==> src/common/hazard_config.svh <==
`ifndef HAZARD_CONFIG_SVH
`define HAZARD_CONFIG_SVH

// register file banking
`define NUM_BANKS    8
`define BANK_PTR_W   3
`define BCNT_W       4

// vector register index
`define REG_IDX_W    5

// functional unit pipeline depths
`define INT_STAGES   1
`define IMUL_STAGES  2

// sequencer to expander
`define EXPAND_DELAY 2

`endif

==> src/common/hazard_pkg.sv <==
`default_nettype none

`include "hazard_config.svh"

package hazard_pkg;

  typedef enum logic [1:0] {
    OP_VIU  = 2'd0,
    OP_VAU0 = 2'd1,
    OP_VLU  = 2'd2,
    OP_VSU  = 2'd3
  } unit_op_e;

  typedef logic [`BANK_PTR_W-1:0] bank_ptr_t;
  typedef logic [`NUM_BANKS-1:0]  bank_vec_t;
  typedef logic [`REG_IDX_W-1:0]  reg_idx_t;

  typedef struct packed {
    logic     valid;
    unit_op_e op;
    reg_idx_t vs;
    reg_idx_t vt;
    reg_idx_t vd;
  } issue_req_t;

  // all pointers already reduced modulo the active bank count
  typedef struct packed {
    bank_ptr_t cur;
    bank_ptr_t plus1;
    bank_ptr_t plus2;
    bank_ptr_t plus3;
    bank_ptr_t plus4;
    bank_ptr_t viu_wptr;
    bank_ptr_t vau0_wptr;
  } ring_ptrs_t;

  typedef struct packed {
    logic lane_rlast;
    logic lane_wlast;
    logic expand_wen;
    logic seq_last;
  } retire_t;

  typedef struct packed {
    bank_vec_t val;
    bank_vec_t vau0;
    bank_vec_t vsu;
  } rport_state_t;

  typedef struct packed {
    bank_vec_t                      val;
    bank_vec_t                      head;
    bank_vec_t                      vau0;
    bank_vec_t                      vlu;
    reg_idx_t [`NUM_BANKS-1:0]      tags;
  } wport_state_t;

endpackage

`default_nettype wire

==> src/verilog/bank_ring.sv <==
`timescale 1ns/10ps
`default_nettype none

`include "hazard_config.svh"

module bank_ring
(
  input  logic                   clk,
  input  logic                   reset,
  input  logic [`BCNT_W-1:0]     bcnt,
  output hazard_pkg::ring_ptrs_t ptrs
);

  // write-back distance per unit, in banks
  localparam logic [`BCNT_W:0] VIU_WOFF  = `INT_STAGES + 1 + `EXPAND_DELAY;
  localparam logic [`BCNT_W:0] VAU0_WOFF = `IMUL_STAGES + 2 + `EXPAND_DELAY;

  hazard_pkg::bank_ptr_t cur_q;

  // (cur + off) mod cnt, off is small enough that two subtractions cover it
  function automatic hazard_pkg::bank_ptr_t wrap
  (
    input hazard_pkg::bank_ptr_t cur,
    input logic [`BCNT_W:0]      off,
    input logic [`BCNT_W-1:0]    cnt
  );
    logic [`BCNT_W:0] sum;
    logic [`BCNT_W:0] once;
    logic [`BCNT_W:0] twice;
    sum   = {{(`BCNT_W+1-`BANK_PTR_W){1'b0}}, cur} + off;
    once  = sum - {1'b0, cnt};
    twice = once - {1'b0, cnt};
    if (sum < {1'b0, cnt})
      wrap = sum[`BANK_PTR_W-1:0];
    else if (once < {1'b0, cnt})
      wrap = once[`BANK_PTR_W-1:0];
    else
      wrap = twice[`BANK_PTR_W-1:0];
  endfunction

  always_comb
  begin
    ptrs.cur       = cur_q;
    ptrs.plus1     = wrap(cur_q, 1, bcnt);
    ptrs.plus2     = wrap(cur_q, 2, bcnt);
    ptrs.plus3     = wrap(cur_q, 3, bcnt);
    ptrs.plus4     = wrap(cur_q, 4, bcnt);
    ptrs.viu_wptr  = wrap(cur_q, VIU_WOFF, bcnt);
    ptrs.vau0_wptr = wrap(cur_q, VAU0_WOFF, bcnt);
  end

  always_ff @(posedge clk)
  begin
    if (reset)
      cur_q <= '0;
    else
      cur_q <= ptrs.plus1;
  end

  // the pointer math above relies on this
  a_bcnt_range: assert property (
    @(posedge clk) disable iff (reset)
    (bcnt >= 4) && (bcnt <= `NUM_BANKS)
  ) else $error("bcnt %0d outside the supported range", bcnt);

endmodule

`default_nettype wire

==> src/reservation/rport_table.sv <==
`timescale 1ns/10ps
`default_nettype none

module rport_table
(
  input  logic                     clk,
  input  logic                     reset,
  input  hazard_pkg::ring_ptrs_t   ptrs,
  input  logic                     fire,
  input  hazard_pkg::unit_op_e     op,
  input  logic                     rlast,
  output hazard_pkg::rport_state_t state
);

  hazard_pkg::rport_state_t state_d;

  always_comb
  begin
    state_d = state;

    if (fire)
    begin
      case (op)
        hazard_pkg::OP_VIU:
        begin
          state_d.val[ptrs.plus2] = 1'b1;
        end
        hazard_pkg::OP_VAU0:
        begin
          // two operands, two consecutive banks
          state_d.val[ptrs.plus2]  = 1'b1;
          state_d.vau0[ptrs.plus2] = 1'b1;
          state_d.val[ptrs.plus3]  = 1'b1;
          state_d.vau0[ptrs.plus3] = 1'b1;
        end
        hazard_pkg::OP_VSU:
        begin
          state_d.val[ptrs.plus2] = 1'b1;
          state_d.vsu[ptrs.plus2] = 1'b1;
        end
        default:
        begin
          // vlu reads no register
        end
      endcase
    end

    if (rlast)
    begin
      state_d.val[ptrs.cur]  = 1'b0;
      state_d.vau0[ptrs.cur] = 1'b0;
      state_d.vsu[ptrs.cur]  = 1'b0;
    end
  end

  always_ff @(posedge clk)
  begin
    if (reset)
      state <= '0;
    else
      state <= state_d;
  end

  // structural checks in issue_check keep one op per unit in flight
  a_one_vau0: assert property (
    @(posedge clk) disable iff (reset)
    $countones(state.vau0) <= 2
  ) else $error("more than one vau0 holds read ports");

  a_one_vsu: assert property (
    @(posedge clk) disable iff (reset)
    $countones(state.vsu) <= 1
  ) else $error("more than one vsu holds a read port");

  a_rlast_hit: assert property (
    @(posedge clk) disable iff (reset)
    rlast |-> state.val[ptrs.cur]
  ) else $error("lane_rlast on empty read bank %0d", ptrs.cur);

endmodule

`default_nettype wire

==> src/reservation/wport_table.sv <==
`timescale 1ns/10ps
`default_nettype none

`include "hazard_config.svh"

module wport_table
(
  input  logic                     clk,
  input  logic                     reset,
  input  hazard_pkg::ring_ptrs_t   ptrs,
  input  logic                     fire,
  input  hazard_pkg::unit_op_e     op,
  input  hazard_pkg::reg_idx_t     vd,
  input  logic                     expand_wen,
  input  logic                     wlast,
  output hazard_pkg::wport_state_t state
);

  hazard_pkg::bank_vec_t val_q;
  hazard_pkg::bank_vec_t head_q;
  hazard_pkg::bank_vec_t vau0_q;
  hazard_pkg::bank_vec_t vlu_q;
  hazard_pkg::bank_vec_t val_d;
  hazard_pkg::bank_vec_t head_d;
  hazard_pkg::bank_vec_t vau0_d;
  hazard_pkg::bank_vec_t vlu_d;
  hazard_pkg::reg_idx_t  tag_q [`NUM_BANKS];
  hazard_pkg::bank_ptr_t wptr;
  logic                  wr_en;

  // store has no destination
  always_comb
  begin
    wr_en = fire && (op != hazard_pkg::OP_VSU);
    case (op)
      hazard_pkg::OP_VIU:  wptr = ptrs.viu_wptr;
      hazard_pkg::OP_VAU0: wptr = ptrs.vau0_wptr;
      default:             wptr = ptrs.plus2;
    endcase
  end

  always_comb
  begin
    val_d  = val_q;
    head_d = head_q;
    vau0_d = vau0_q;
    vlu_d  = vlu_q;

    if (wr_en)
    begin
      val_d[wptr]  = 1'b1;
      head_d[wptr] = 1'b1;
      vau0_d[wptr] = (op == hazard_pkg::OP_VAU0);
      vlu_d[wptr]  = (op == hazard_pkg::OP_VLU);
    end

    // first element written, later readers may chain
    if (expand_wen)
      head_d[ptrs.cur] = 1'b0;

    if (wlast)
    begin
      val_d[ptrs.cur]  = 1'b0;
      head_d[ptrs.cur] = 1'b0;
      vau0_d[ptrs.cur] = 1'b0;
      vlu_d[ptrs.cur]  = 1'b0;
    end
  end

  always_ff @(posedge clk)
  begin
    if (reset)
    begin
      val_q  <= '0;
      head_q <= '0;
      vau0_q <= '0;
      vlu_q  <= '0;
    end
    else
    begin
      val_q  <= val_d;
      head_q <= head_d;
      vau0_q <= vau0_d;
      vlu_q  <= vlu_d;
    end
  end

  always_ff @(posedge clk)
  begin
    if (wr_en)
      tag_q[wptr] <= vd;
  end

  always_comb
  begin
    state.val  = val_q;
    state.head = head_q;
    state.vau0 = vau0_q;
    state.vlu  = vlu_q;
    for (int i = 0; i < `NUM_BANKS; i++)
      state.tags[i] = tag_q[i];
  end

  a_one_vau0: assert property (
    @(posedge clk) disable iff (reset)
    $countones(vau0_q) <= 1
  ) else $error("more than one vau0 holds a write port");

  a_one_vlu: assert property (
    @(posedge clk) disable iff (reset)
    $countones(vlu_q) <= 1
  ) else $error("more than one vlu holds a write port");

  a_wlast_hit: assert property (
    @(posedge clk) disable iff (reset)
    wlast |-> val_q[ptrs.cur]
  ) else $error("lane_wlast on empty write bank %0d", ptrs.cur);

  a_wen_hit: assert property (
    @(posedge clk) disable iff (reset)
    expand_wen |-> val_q[ptrs.cur]
  ) else $error("expand_wen on empty write bank %0d", ptrs.cur);

endmodule

`default_nettype wire

==> src/reservation/seq_slot_table.sv <==
`timescale 1ns/10ps
`default_nettype none

module seq_slot_table
(
  input  logic                   clk,
  input  logic                   reset,
  input  hazard_pkg::ring_ptrs_t ptrs,
  input  logic                   fire,
  input  logic                   seq_last,
  output hazard_pkg::bank_vec_t  slots
);

  hazard_pkg::bank_vec_t slots_d;

  // every unit takes exactly one slot, right after cur
  always_comb
  begin
    slots_d = slots;
    if (fire)
      slots_d[ptrs.plus1] = 1'b1;
    if (seq_last)
      slots_d[ptrs.cur] = 1'b0;
  end

  always_ff @(posedge clk)
  begin
    if (reset)
      slots <= '0;
    else
      slots <= slots_d;
  end

endmodule

`default_nettype wire

==> src/verilog/issue_check.sv <==
`timescale 1ns/10ps
`default_nettype none

`include "hazard_config.svh"

module issue_check
(
  input  hazard_pkg::issue_req_t   req,
  input  hazard_pkg::ring_ptrs_t   ptrs,
  input  hazard_pkg::rport_state_t rstate,
  input  hazard_pkg::wport_state_t wstate,
  input  hazard_pkg::bank_vec_t    slots,
  output logic                     ready,
  output logic                     fire,
  output hazard_pkg::unit_op_e     op,
  output hazard_pkg::reg_idx_t     vd
);

  hazard_pkg::bank_vec_t pend;
  hazard_pkg::bank_vec_t hit_vs;
  hazard_pkg::bank_vec_t hit_vt;
  hazard_pkg::bank_vec_t hit_vd;
  logic                  raw_vs;
  logic                  raw_vt;
  logic                  raw_vd;
  logic                  busy_vau0;
  logic                  busy_vlu;
  logic                  busy_vsu;
  logic                  dhazard;
  logic                  shazard;
  logic                  seqhazard;
  logic                  bhazard;

  // only writes whose first element is not out yet block a reader
  always_comb
  begin
    pend = wstate.val & wstate.head;
    for (int i = 0; i < `NUM_BANKS; i++)
    begin
      hit_vs[i] = (wstate.tags[i] == req.vs);
      hit_vt[i] = (wstate.tags[i] == req.vt);
      hit_vd[i] = (wstate.tags[i] == req.vd);
    end
    raw_vs = |(pend & hit_vs);
    raw_vt = |(pend & hit_vt);
    raw_vd = |(pend & hit_vd);
  end

  always_comb
  begin
    busy_vau0 = |(rstate.val & rstate.vau0) | |(wstate.val & wstate.vau0);
    busy_vlu  = |(wstate.val & wstate.vlu);
    busy_vsu  = |(rstate.val & rstate.vsu);
  end

  // per-unit operand use and port footprint
  always_comb
  begin
    seqhazard = slots[ptrs.plus1];
    case (req.op)
      hazard_pkg::OP_VIU:
      begin
        dhazard = raw_vs | raw_vd;
        shazard = 1'b0;
        bhazard = rstate.val[ptrs.plus2] | wstate.val[ptrs.viu_wptr];
      end
      hazard_pkg::OP_VAU0:
      begin
        dhazard = raw_vs | raw_vt | raw_vd;
        shazard = busy_vau0;
        bhazard = rstate.val[ptrs.plus2] | rstate.val[ptrs.plus3]
                | wstate.val[ptrs.vau0_wptr];
      end
      hazard_pkg::OP_VLU:
      begin
        dhazard = raw_vd;
        shazard = busy_vlu;
        bhazard = wstate.val[ptrs.plus2];
      end
      default:
      begin
        dhazard = raw_vt;
        shazard = busy_vsu;
        bhazard = rstate.val[ptrs.plus2];
      end
    endcase
  end

  assign ready = ~(dhazard | shazard | seqhazard | bhazard);
  assign fire  = req.valid & ready;
  assign op    = req.op;
  assign vd    = req.vd;

endmodule

`default_nettype wire

==> src/verilog/hazard_top.sv <==
`timescale 1ns/10ps
`default_nettype none

`include "hazard_config.svh"

module hazard_top
(
  input  logic                   clk,
  input  logic                   reset,
  input  logic [`BCNT_W-1:0]     bcnt,
  input  hazard_pkg::issue_req_t req,
  input  hazard_pkg::retire_t    retire,
  output logic                   ready,
  output logic                   fire
);

  hazard_pkg::ring_ptrs_t   ptrs;
  hazard_pkg::rport_state_t rstate;
  hazard_pkg::wport_state_t wstate;
  hazard_pkg::bank_vec_t    slots;
  hazard_pkg::unit_op_e     fire_op;
  hazard_pkg::reg_idx_t     fire_vd;

  bank_ring i_ring (
    .clk   (clk),
    .reset (reset),
    .bcnt  (bcnt),
    .ptrs  (ptrs)
  );

  rport_table i_rport (
    .clk   (clk),
    .reset (reset),
    .ptrs  (ptrs),
    .fire  (fire),
    .op    (fire_op),
    .rlast (retire.lane_rlast),
    .state (rstate)
  );

  wport_table i_wport (
    .clk        (clk),
    .reset      (reset),
    .ptrs       (ptrs),
    .fire       (fire),
    .op         (fire_op),
    .vd         (fire_vd),
    .expand_wen (retire.expand_wen),
    .wlast      (retire.lane_wlast),
    .state      (wstate)
  );

  seq_slot_table i_seq (
    .clk      (clk),
    .reset    (reset),
    .ptrs     (ptrs),
    .fire     (fire),
    .seq_last (retire.seq_last),
    .slots    (slots)
  );

  issue_check i_check (
    .req    (req),
    .ptrs   (ptrs),
    .rstate (rstate),
    .wstate (wstate),
    .slots  (slots),
    .ready  (ready),
    .fire   (fire),
    .op     (fire_op),
    .vd     (fire_vd)
  );

endmodule

`default_nettype wire

==> config.mk <==
export PLATFORM = sky130hd
export DESIGN_NAME = hazard_top
export DESIGN_NICKNAME = d
export VERILOG_FILES = /design/src/common/hazard_pkg.sv /design/src/verilog/bank_ring.sv /design/src/reservation/rport_table.sv /design/src/reservation/wport_table.sv /design/src/reservation/seq_slot_table.sv /design/src/verilog/issue_check.sv /design/src/verilog/hazard_top.sv
export VERILOG_INCLUDE_DIRS = /design/src /design/src/common
export SDC_FILE = /design/constraint.sdc
export NUM_CORES = 1
export LEC_CHECK = 0
export ABC_AREA = 1
export BUFFER_PORTS_ARGS = -buffer_cell sky130_fd_sc_hd__buf_2
export CORE_MARGIN = 2
export CORE_UTILIZATION = 45
export DETAILED_ROUTE_END_ITERATION = 6
export PLACE_DENSITY = 0.61
export SLEW_MARGIN = 20
export SYNTH_ARGS = -nofsm -noshare
export SYNTH_HDL_FRONTEND = slang
export SYNTH_SLANG_ARGS = --single-unit
==> constraint.sdc <==
create_clock -name clk -period 7.4 [get_ports clk]
set_input_delay 1.85 -clock clk [delete_from_list [all_inputs] [get_ports clk]]
set_output_delay 1.85 -clock clk [all_outputs]
set_load 0.005 [all_outputs]
==> run_results.csv <==
group,metric,value,unit
outcome,status,"completed",
critical_path,path_cells,"buf_2 > clkinvlp_4 > buf_4 > fa_1 > xor2_1 > ha_1 > inv_1 > nor2_1 > o21ai_1 > nand2_2 > or2_1 > a31oi_4 > inv_2 > nand2_1 > nand2_1 > nand2_1 > nand3_1 > nor2_2 > nand3_2 > inv_2 > buf_2",
detailed_routing,avgViaCountPerCell,5.50,
timing,clock.fmax,142,MHz
cts,cts_tree,"done",
floorplan,die_w,141,um
synthesis,synth_most_common_cell,"nand2_1",
synthesis,synth_top_area_cell,"dfxtp_1",
worst_hold_path,holdPathStages,2,
pwr,power.density,379,nW/um2
cts,cts_buffers,9,
cells_and_area,fin_nets,1373,
global_routing,grt_max_degree,33,
synthesis,synth_top_family_by_area,"simple AND/OR/NAND/NOR gates",
cts,clockBufferDepth,2,
timing,fin_tns_setup,0,ps
cells_and_area,drive_gt1_share,8.40,%
critical_path,critPathMaxFanout,8,
synthesis,ys_async_sr_fraction,0,%
place,portBuffers,29,
synthesis,synth_area_leaders,"dfxtp_1, edfxtp_1, nand2_1",
floorplan,coreArea,18600,um2
synthesis,ys.flop_type,"dfxtp_1",
timing,fin_skew,10.8,ps
critical_path,cp-start-kind,"input port",
global_routing,grt_use_total,27.3,%
cells_and_area,final-instance-count-excl-fill,1532,
place,placed_cells,1511,
synthesis,ys_warn_count,0,
timing,fin_crit,7040,ps
cts,clock_latency,360,ps
floorplan,io_pins,30,
timing,drv_slew,0,
global_routing,antenna_found_initial,0,
synthesis,synth_compound_area_share,16.5,%
synthesis,synth.top_cell.area_share,15.8,%
pwr,peakVddDrop,0.000236,V
synthesis,ys_seq_area_share,30.0,%
global_routing,grt_pass1_wl,42700,um
synthesis,synth_fa_ha_area_share,8.39,%
detailed_routing,wl_per_cell,17.2,um
cells_and_area,diodes,0,
floorplan,start_util,45.6,%
flow_run,max_cap_viol_count,0,
detailed_routing,drc,0,
cts,cts.sinks,107,
synthesis,syn_area_per_cell,6.71,um2
critical_path,reg2reg_depth,26,
global_routing,overflow,0,
detailed_routing,drtPass1Iterations,6,
floorplan,rows,50,
synthesis,synthMuxAreaShare,0,%
critical_path,cp_data_arrival_time,5190,ps
cts,htree_num_levels,3,
detailed_routing,wl,26300,um
cts,clkSlewWorstSetupHoldPaths,80,ps
synthesis,synth-edff-count,40,
synthesis,yosys.area_share.simple,31.1,%
critical_path,crit_type,"input port to output pin",
critical_path,path_common_cell,"nand2_1",
synthesis,ys_ff_latch,107,
critical_path,worstPathRequired,5550,ps
timing,worst_pin_slew,588,ps
synthesis,synth_cells,1263,
cts,cts-root-buf,"clkbuf_16",
timing,hold_viol,0,
synthesis,synth_area,8480,um2
synthesis,synth_cell_types,45,
critical_path,cp_slowest_cell,"fa_1",
critical_path,r2r_slack,2220,ps
timing,setup_viol,0,
floorplan,die_h,141,um
timing,slew_headroom,60.7,%
pwr,p_leak,0.00420,uW
detailed_routing,ant_nets,0,
detailed_routing,vias,8433,
place,gp_congestion,0.938,
synthesis,synthTopCellsByCount,"nand2_1, inv_1, nor2_1, nand3_1, a21oi_1",
synthesis,synth_xor_area_share,4.12,%
synthesis,synthesis.nets,1343,
critical_path,crit_path_end_kind,"output pin",
worst_hold_path,min_path_type,"flop to flop",
critical_path,crit_path_max_incr_delay,450,ps
detailed_routing,first_iter_violations,580,
place,dp.final_hpwl,19700,um
cells_and_area,syn_to_final_growth,9.18,%
timing,fin_hold_ws,454,ps
global_routing,grt_pass1_vias,8183,
floorplan,design.die.area,19900,um2
timing,period_share,95.1,%
## through the flow
| stage | total power, uW | setup slack, ps | cell area, um2 | util, % |
|---|---|---|---|---|
| finish | 3510 | 361 | 9250 | 49.8 |
| floorplan | 2450 | 744 | 8480 | - |
| global route | 3880 | -9.90 | 9250 | 49.8 |
| detailed placement | 2940 | 246 | 8840 | 47.6 |
| global placement | 2940 | 296 | 8840 | 47.6 |
| CTS | 3440 | 240 | 9150 | 49.2 |
## final timing paths
kind,startpoint,end
max,bcnt[1],fire
min,i_rport.state[8]$_SDFF_PP0_,i_rport.state[8]$_SDFF_PP0_
max reg2reg,i_ring.cur_q[1]$_SDFF_PP0_,i_wport.tag_q[1][3]$_DFFE_PP_
min reg2reg,i_rport.state[8]$_SDFF_PP0_,i_rport.state[8]$_SDFF_PP0_
## flip-flops by register name, indices dropped and copies added, names as in the netlist
name            flops
i_wport.vau0_q      8
i_ring.cur_q        3
i_wport.val_q       8
i_wport.vlu_q       8
i_wport.tag_q      40
i_rport.state      24
i_seq.slots         8
i_wport.head_q      8
## metal layers
layer	GRT usage, %	routed length [um]	vias up
li1	-	-	4212
met1	34.7	11300	3808
met2	45.6	12400	332
met3	4.08	1620	81
met4	12.9	1080	0
met5	0	0	-
## power by group
group	total (uW)	internal (uW)	switching [uW]
Clock	491	262	229
Sequential	853	736	117
Combinational	2160	730	1430
Total	3510	1730	1780
## final cells by class
class	count	area, um2
fill	1893	9330
multi-input combinational	945	5140
sequential	107	2540
inverter	187	706
tap	234	293
clock buffer	11	264
timing repair buffer	43	263
clock inverter	5	41.3
## what timing repair did
item                       4_1_cts  5_1_grt
gates resized for setup          0       18
hold buffers                     0        0
setup endpoints to repair        0        2
setup buffers                    0        5
## cell families after synthesis
group	count (synthesis)
and+or+nand+nor	614
adders and majority gates	52
xor gates and xnor gates	39
buffers and inverters	211
AOI/OAI and AO/OA	240
DFF	107
## critical path, delay by kind of cell
| family | cells | cell delay (ps) |
|---|---|---|
| compound gates | 2 | 370 |
| buf+inv | 7 | 960 |
| fa+ha+maj | 2 | 730 |
| simple gates | 9 | 1050 |
| xor+xnor | 1 | 220 |
## placed cells by master, fill, tap and decap left out, drive strengths merged, types with 11 or more instances in the layout
| cell | n |
|---|---|
| nor3 | 21 |
| a21oi | 80 |
| xnor2 | 15 |
| nand3 | 91 |
| edfxtp | 40 |
| o21ai | 68 |
| nor2 | 169 |
| nand4 | 12 |
| dfxtp | 67 |
| inv | 182 |
| ha | 44 |
| xor2 | 24 |
| nand2 | 315 |
| o22ai | 63 |
| buf | 43 |
| clkbuf | 11 |
Note: power is estimated with default switching activity, not from simulation.
